$ cat config.mk
export PLATFORM = sky130hd
export DESIGN_NAME = dcache_port
export DESIGN_NICKNAME = d
export VERILOG_FILES = /design/src/hdl/dcache_pkg.sv /design/src/hdl/dcache_way_ram.sv /design/src/hdl/dcache_hit_check.sv /design/src/hdl/dcache_victim_select.sv /design/src/hdl/dcache_port.sv
export VERILOG_INCLUDE_DIRS = /design/src /design/src/hdl
export SDC_FILE = /design/constraint.sdc
export NUM_CORES = 2
export LEC_CHECK = 0
export BUFFER_PORTS_ARGS = -buffer_cell sky130_fd_sc_hd__buf_4
export CORE_UTILIZATION = 59
export CTS_BUF_LIST = sky130_fd_sc_hd__clkbuf_4 sky130_fd_sc_hd__clkbuf_8
export CTS_CLUSTER_DIAMETER = 80
export DETAILED_ROUTE_END_ITERATION = 12
export PLACE_DENSITY = 0.75
export SYNTH_ARGS = -nofsm -noshare
export SYNTH_HDL_FRONTEND = slang
export SYNTH_HIERARCHICAL = 1
export SYNTH_SLANG_ARGS = --single-unit
$ cat constraint.sdc
create_clock -name clk_i -period 6.3 [get_ports clk_i]
set_input_delay 1.26 -clock clk_i [delete_from_list [all_inputs] [get_ports clk_i]]
set_output_delay 1.26 -clock clk_i [all_outputs]
set_load 0.03 [all_outputs]
$ cat src/hdl/dcache_macros.svh
/*
 * Size constants of the data cache lookup port.
 * The design is only checked at these values.
 */

`ifndef DCACHE_MACROS_SVH
`define DCACHE_MACROS_SVH

// Associativity and number of sets
`define DCACHE_WAYS 4
`define DCACHE_SETS 16

// One 32-bit word per line
`define DCACHE_WORD_BITS 32

// Word address is split into tag (high bits) and set index (low bits)
`define DCACHE_ADDR_BITS 12
`define DCACHE_INDEX_BITS 4
`define DCACHE_TAG_BITS 8

// Width of a way number, log2 of the way count
`define DCACHE_WAY_IDX_BITS 2

`endif

$ cat src/hdl/dcache_pkg.sv
/*
 * Shared types of the data cache lookup port.
 * Widths come from the size macros and must stay consistent with them.
 */

`include "dcache_macros.svh"

package dcache_pkg;

    // Word address as seen on the read and refill ports
    typedef logic [`DCACHE_ADDR_BITS-1:0] addr_t;

    // Set index, the low bits of an address
    typedef logic [`DCACHE_INDEX_BITS-1:0] index_t;

    // Tag, the high bits of an address
    typedef logic [`DCACHE_TAG_BITS-1:0] tag_t;

    // Data word held by one line
    typedef logic [`DCACHE_WORD_BITS-1:0] word_t;

    // One bit per way
    // Used for valid bits, hit vectors and one-hot fill selects
    typedef logic [`DCACHE_WAYS-1:0] way_mask_t;

    // Number of a single way
    typedef logic [`DCACHE_WAY_IDX_BITS-1:0] way_idx_t;

endpackage : dcache_pkg

$ cat src/hdl/dcache_way_ram.sv
/*
 * Storage of one way, one entry per set, registered read.
 * A write is seen only by reads issued on later edges.
 * Contents have no reset and are meaningful only under a set valid bit.
 */

`include "dcache_macros.svh"

module dcache_way_ram #(
    parameter type payload_t = dcache_pkg::word_t
) (
    input  logic                 clk_i,

    // Read side with its result on the next edge
    input  dcache_pkg::index_t   rd_index_i,
    output payload_t             rd_payload_o,

    // Write side
    input  logic                 wr_i,
    input  dcache_pkg::index_t   wr_index_i,
    input  payload_t             wr_payload_i
);

    // --------------------
    // Storage array
    // --------------------

    // One payload per set
    payload_t mem_q [`DCACHE_SETS];

    // --------------------
    // Access
    // --------------------

    // Both ports work on the same edge
    // The read samples the array before the write lands, so a read and a
    // write to the same entry on one edge return the old payload
    always_ff @(posedge clk_i) begin
        if (wr_i) begin
            mem_q[wr_index_i] <= wr_payload_i;
        end

        // The read register updates every cycle; its consumer qualifies it
        rd_payload_o <= mem_q[rd_index_i];
    end

endmodule : dcache_way_ram

$ cat src/hdl/dcache_hit_check.sv
/*
 * Tag comparison across all ways and selection of the hitting word.
 * At most one way may hit; this relies on the user never refilling
 * a line that is already present.
 */

`include "dcache_macros.svh"

module dcache_hit_check (
    // Registered outputs of the way memories
    input  dcache_pkg::tag_t  [`DCACHE_WAYS-1:0] way_tag_i,
    input  dcache_pkg::word_t [`DCACHE_WAYS-1:0] way_data_i,

    // Valid bits of the looked-up set and the tag being searched
    input  dcache_pkg::way_mask_t                way_valid_i,
    input  dcache_pkg::tag_t                     addr_tag_i,

    output logic                                 hit_o,
    output dcache_pkg::way_mask_t                way_hit_o,
    output dcache_pkg::word_t                    data_o
);

    // --------------------
    // Comparison
    // --------------------

    // Number of the way whose word goes out
    dcache_pkg::way_idx_t hit_sel;

    always_comb begin
        way_hit_o = '0;
        hit_sel   = '0;

        // A way hits only if its entry is valid and the tags agree
        for (int w = 0; w < `DCACHE_WAYS; w++) begin
            way_hit_o[w] = way_valid_i[w] && (way_tag_i[w] == addr_tag_i);

            // Later ways override earlier ones, so the highest hit wins
            if (way_hit_o[w]) begin
                hit_sel = dcache_pkg::way_idx_t'(w);
            end
        end
    end

    // --------------------
    // Results
    // --------------------

    // Any way hitting makes the lookup a hit
    assign hit_o = |way_hit_o;

    // On a miss this is way 0's word and carries no meaning
    assign data_o = way_data_i[hit_sel];

endmodule : dcache_hit_check

$ cat src/hdl/dcache_victim_select.sv
/*
 * Chooses the lowest invalid way of the set for a refill, or the set's
 * round-robin pointer when every way is valid.
 * The fill mask is combinational and is valid whenever the inputs are.
 */

`include "dcache_macros.svh"

module dcache_victim_select (
    input  logic                  clk_i,
    input  logic                  rst_i,

    // Refill strobe and the set it targets
    input  logic                  fill_i,
    input  dcache_pkg::index_t    fill_index_i,

    // Flush clears every pointer and takes priority over a fill
    input  logic                  flush_i,

    // Valid bits of the set being refilled
    input  dcache_pkg::way_mask_t set_valid_i,

    // One-hot choice of the way to write
    output dcache_pkg::way_mask_t fill_way_o
);

    // --------------------
    // Pointer state
    // --------------------

    // One replacement pointer per set
    dcache_pkg::way_idx_t rr_ptr_q [`DCACHE_SETS];

    // Set has no free way left
    logic set_full;

    // Lowest-numbered invalid way
    dcache_pkg::way_idx_t first_free;

    // Way finally chosen
    dcache_pkg::way_idx_t victim;

    // --------------------
    // Victim choice
    // --------------------

    assign set_full = &set_valid_i;

    // Scan downwards so that the lowest free way is the last one kept
    always_comb begin
        first_free = '0;
        for (int w = `DCACHE_WAYS - 1; w >= 0; w--) begin
            if (!set_valid_i[w]) begin
                first_free = dcache_pkg::way_idx_t'(w);
            end
        end
    end

    // A free way is always preferred over eviction
    assign victim = set_full ? rr_ptr_q[fill_index_i] : first_free;

    assign fill_way_o = dcache_pkg::way_mask_t'(1) << victim;

    // --------------------
    // Pointer update
    // --------------------

    // The pointer only moves when a full set actually loses a line
    // Wrap from the last way back to way 0 comes from the pointer width
    always_ff @(posedge clk_i) begin
        if (rst_i || flush_i) begin
            for (int s = 0; s < `DCACHE_SETS; s++) begin
                rr_ptr_q[s] <= '0;
            end
        end else if (fill_i && set_full) begin
            rr_ptr_q[fill_index_i] <= rr_ptr_q[fill_index_i] + 1'b1;
        end
    end

endmodule : dcache_victim_select

$ cat src/hdl/dcache_port.sv
/*
 * Lookup port of a 4-way, 16-set data cache with one word per line.
 * Read results come one cycle after rd_i; misses are refilled by the user.
 * Never refill a line that is already present; duplicates are not detected.
 */

`include "dcache_macros.svh"

module dcache_port (
    input  logic                  clk_i,
    input  logic                  rst_i,

    // Read lookup
    input  logic                  rd_i,
    input  dcache_pkg::addr_t     rd_addr_i,

    // Refill of a missing line
    input  logic                  fill_i,
    input  dcache_pkg::addr_t     fill_addr_i,
    input  dcache_pkg::word_t     fill_data_i,

    // Invalidate the whole cache
    input  logic                  flush_i,

    // The lookup result is valid while rd_done_o is high
    output logic                  rd_done_o,
    output logic                  hit_o,
    output dcache_pkg::way_mask_t way_hit_o,
    output dcache_pkg::word_t     rd_data_o
);

    // --------------------
    // Address fields
    // --------------------

    dcache_pkg::index_t rd_index;
    dcache_pkg::tag_t   rd_tag;
    dcache_pkg::index_t fill_index;
    dcache_pkg::tag_t   fill_tag;

    // Index sits in the low bits, tag in the high bits
    assign rd_index   = rd_addr_i[`DCACHE_INDEX_BITS-1:0];
    assign rd_tag     = rd_addr_i[`DCACHE_ADDR_BITS-1:`DCACHE_INDEX_BITS];
    assign fill_index = fill_addr_i[`DCACHE_INDEX_BITS-1:0];
    assign fill_tag   = fill_addr_i[`DCACHE_ADDR_BITS-1:`DCACHE_INDEX_BITS];

    // --------------------
    // Valid bits
    // --------------------

    // One valid bit per way in every set
    dcache_pkg::way_mask_t valid_q [`DCACHE_SETS];

    // One-hot way chosen for the current refill
    dcache_pkg::way_mask_t fill_way;

    // A flush drops a refill that arrives in the same cycle
    logic fill_en;

    // Per-way write enables for tag and data memories
    dcache_pkg::way_mask_t fill_we;

    assign fill_en = fill_i && !flush_i;
    assign fill_we = fill_way & {`DCACHE_WAYS{fill_en}};

    // The chosen way becomes valid at the fill edge
    always_ff @(posedge clk_i) begin
        if (rst_i || flush_i) begin
            for (int s = 0; s < `DCACHE_SETS; s++) begin
                valid_q[s] <= '0;
            end
        end else if (fill_en) begin
            valid_q[fill_index] <= valid_q[fill_index] | fill_way;
        end
    end

    dcache_victim_select victim_select_inst (
        .clk_i        (clk_i),
        .rst_i        (rst_i),
        .fill_i       (fill_i),
        .fill_index_i (fill_index),
        .flush_i      (flush_i),
        .set_valid_i  (valid_q[fill_index]),
        .fill_way_o   (fill_way)
    );

    // --------------------
    // Way memories
    // --------------------

    dcache_pkg::tag_t  [`DCACHE_WAYS-1:0] way_tag;
    dcache_pkg::word_t [`DCACHE_WAYS-1:0] way_data;

    // Every way reads the same set; only the victim way is written
    for (genvar w = 0; w < `DCACHE_WAYS; w++) begin : g_way
        dcache_way_ram #(
            .payload_t (dcache_pkg::tag_t)
        ) tag_ram_inst (
            .clk_i        (clk_i),
            .rd_index_i   (rd_index),
            .rd_payload_o (way_tag[w]),
            .wr_i         (fill_we[w]),
            .wr_index_i   (fill_index),
            .wr_payload_i (fill_tag)
        );

        dcache_way_ram #(
            .payload_t (dcache_pkg::word_t)
        ) data_ram_inst (
            .clk_i        (clk_i),
            .rd_index_i   (rd_index),
            .rd_payload_o (way_data[w]),
            .wr_i         (fill_we[w]),
            .wr_index_i   (fill_index),
            .wr_payload_i (fill_data_i)
        );
    end

    // --------------------
    // Read stage
    // --------------------

    logic                  rd_done_q;
    dcache_pkg::way_mask_t rd_valid_q;
    dcache_pkg::tag_t      rd_tag_q;

    // Snapshot is taken before any same-edge fill or flush lands,
    // which matches the old contents read out of the memories
    always_ff @(posedge clk_i) begin
        if (rst_i) begin
            rd_done_q  <= 1'b0;
            rd_valid_q <= '0;
        end else begin
            rd_done_q <= rd_i;
            if (rd_i) begin
                rd_valid_q <= valid_q[rd_index];
            end
        end
    end

    // Tag under lookup, meaningful only alongside rd_done_q
    always_ff @(posedge clk_i) begin
        if (rd_i) begin
            rd_tag_q <= rd_tag;
        end
    end

    assign rd_done_o = rd_done_q;

    dcache_hit_check hit_check_inst (
        .way_tag_i   (way_tag),
        .way_data_i  (way_data),
        .way_valid_i (rd_valid_q),
        .addr_tag_i  (rd_tag_q),
        .hit_o       (hit_o),
        .way_hit_o   (way_hit_o),
        .data_o      (rd_data_o)
    );

endmodule : dcache_port

==> impl_metrics.toml <==
[final_layout]
finalNonFillerCells = 8166
layout.nets = 5517
drive_above_1_share_pct = 29.5
area_delta_synth_final_pct = 12.7

[clocking]
clkLatencyLatePin_ps = 1100
cts.htree.levels = 5
path_clk_slew_ps = 60
root_buffer = "clkbuf_8"
cts_buffers = 434
cts_setup_buffers = 0
numClockSinks = 2829
postCtsHoldBufs = 0
cts_tree = "yes"
cts_buffer_depth = 4
cts_resized = 0

[routing]
wl_met2_um = 111000
drt-met1-wl_um = 100000
via_per_inst = 6.53
wl_um = 249000
drt_pre_antenna_iters = 5
vias = 53300
routedWlPerCell_um = 30.4
met3_length_um = 31100
ant_nets = 0
dr.first_iter.drc_count = 7424
drc = 0
highest_layer = "met5"

[global_routing]
antenna_found_initial = 5
grt_use_total_pct = 27.1
grt_max_degree = 93
grt_first_pass_wirelength_um = 359000
grt_overflow = 0
first_global_vias = 52900

[floorplan]
fp-row-count = 156
ioPinCount = 99
fp.dieW_um = 429
die_height_um = 429
die_area_um2 = 184000
start_util_pct = 59.4
core_um2 = 181000

[place]
dp_hpwl_um = 144000
placedCellCount = 7390
io_buffers = 98
gp_congestion = 0.874

[timing]
rsz0062_at_grt = "false"
max_freq_ghz = 0.175
slew_violations = 0
fin_crit_ps = 5720
tightest_slew_ps = 1070
setup_viol = 0
max-slew-margin-rel_pct = 28.8
final.setup.tns_ps = 0
timing.final.crit_share_pct = 90.8
skew_ps = 75.8
hold_viol = 0

[critical_path]
critical_path_peak_fanout = 34
startpoint_type = "register"
required_ps = 5040
endpoint_kind = "output port"
critPathKind = "reg -> out"
arrival_ps = 4460

[pwr]
power.total_uw = 38200
power_density_nw_per_um2 = 315
irDropWorstVdd_mv = 0.175
p_leak_uw = 0.0393

[hold_path]
hold_path_class = "in -> reg"

[logic_synthesis]
synth-seq-cells = 2829
synth_top_area_share_pct = 74.4
synth_area_leaders = "edfxtp_1 (74%), mux4_2 (12%), dfxtp_1 (3.1%)"
synth_ff_type = "edfxtp_1"
mappedNetlistArea_um2 = 108000
synth_top_area_cell = "edfxtp_1"
post_synth.cell_area_avg_um2 = 21.4
synth_edf_count = 2664
synth_fp_nets = 5075
yosysUniqueCellTypes = 57
yosysWarnings = 6
syn_inst = 5014
synthTopCellsByCount = "edfxtp_1 (2664), mux4_2 (588), a22oi_1 (344)"
ys_async_sr_fraction_pct = 0
synth_seq_area_share_pct = 77.5
yosysMostFrequentCell = "edfxtp_1"

[status]
status = "finished, final reports clean"

[run]
maxCapViolCount = 0
==> where the power goes <==
group	switching [uW]	internal, uW
combinational	1350	676
sequential	101	20800
clock	6790	8500
==> cells by family after synthesis <==
logic type | count (synthesis) | share of synthesized area, %
AO/OA/AOI/OAI | 470 | 3.38
AND/OR/NAND/NOR | 695 | 3.00
flip-flops | 2829 | 77.5
XOR/XNOR | 33 | 0.286
buffers and inverters | 275 | 1.50
multiplexers | 712 | 14.4
==> cell usage in the layout, fill, tap and decap left out, types with 5 or more instances in the layout <==
cell / n
nor2_1: 140
o21ai_1: 32
xnor2_1: 24
a21oi_1: 6
o21ai_0: 44
buf_4: 202
nand2_1: 273
and2_1: 15
nand2b_1: 23
clkbuf_4: 154
nor2_4: 49
a221oi_2: 30
dfxtp_1: 165
nor2b_1: 14
edfxtp_1: 2664
bufinv_16: 16
mux4_2: 588
and3_1: 33
a22oi_1: 344
nand3b_1: 16
nor2b_2: 5
nor3_2: 15
nor3_1: 33
xor2_1: 7
buf_12: 70
clkinv_1: 73
nand4_1: 7
or3b_2: 9
mux2i_1: 64
clkinvlp_4: 6
nand3_1: 32
mux4_1: 60
clkinv_2: 44
clkbuf_8: 478
==> per-stage QoR <==
stage | hold WS, ps | utilization [%] | setup WS, ps | area (um^2)
finish | 363 | 67.0 | 579 | 121000
global route | 291 | 67.0 | 632 | 121000
CTS | 279 | 67.0 | 622 | 121000
detailed placement | 544 | 62.1 | 944 | 112000
global placement | 543 | 62.1 | 920 | 112000
floorplan | 425 | - | 40.8 | 108000
==> final timing paths <==
| path | start | depth (start not counted) | to | slack [ps] |
|---|---|---|---|---|
| max | rd_tag_q[1] | 8 | rd_data_o[0] | 580 |
| min | rd_addr_i[7] | 1 | rd_tag_q[3] | 360 |
| max reg2reg | victim_select_inst/rr_ptr_q[1][0] | 9 | g_way[2].data_ram_inst/mem_q[0][24] | 2320 |
| min reg2reg | rd_valid_q[2] | 2 | rd_valid_q[2] | 560 |
==> per-layer routing <==
| metal | vias to the layer above | track usage [%] |
|---|---|---|
| met3 | 375 | 6.39 |
| met4 | 4 | 8.25 |
| li1 | 21900 | - |
| met5 | - | 0 |
| met1 | 27600 | 42.5 |
| met2 | 3410 | 38.5 |
==> critical path, cell delays in order, from the launching register on <==
cell and delay [ps]:
edfxtp_1 600, xnor2_1 210, nand4_1 110, or3_1 110, buf_4 320, inv_2 430
a221oi_1 960, o21ai_1 340, buf_4 260
==> cell type report <==
cell class                      count  area (um^2)
Antenna cell                        1         2.50
Clock buffer                      632         7730
Clock inverter                    143         1060
Fill cell                       10800        59700
Inverter                            6         22.5
Multi-Input combinational cell   1910        23100
Sequential cell                  2829        83300
Tap cell                         2370         2970
Timing Repair Buffer              275         2960
==> state kept, by name (all words and copies together) (netlist names) <==
signal,cells
rd_tag_q,8
rd_valid_q,4
g_way.data_ram_inst/mem_q,2048
rd_done_o,1
g_way.tag_ram_inst/rd_payload_o,32
g_way.data_ram_inst/rd_payload_o,128
valid_q,64
victim_select_inst/rr_ptr_q,32
g_way.tag_ram_inst/mem_q,512
(Power assumes the default switching activity.)
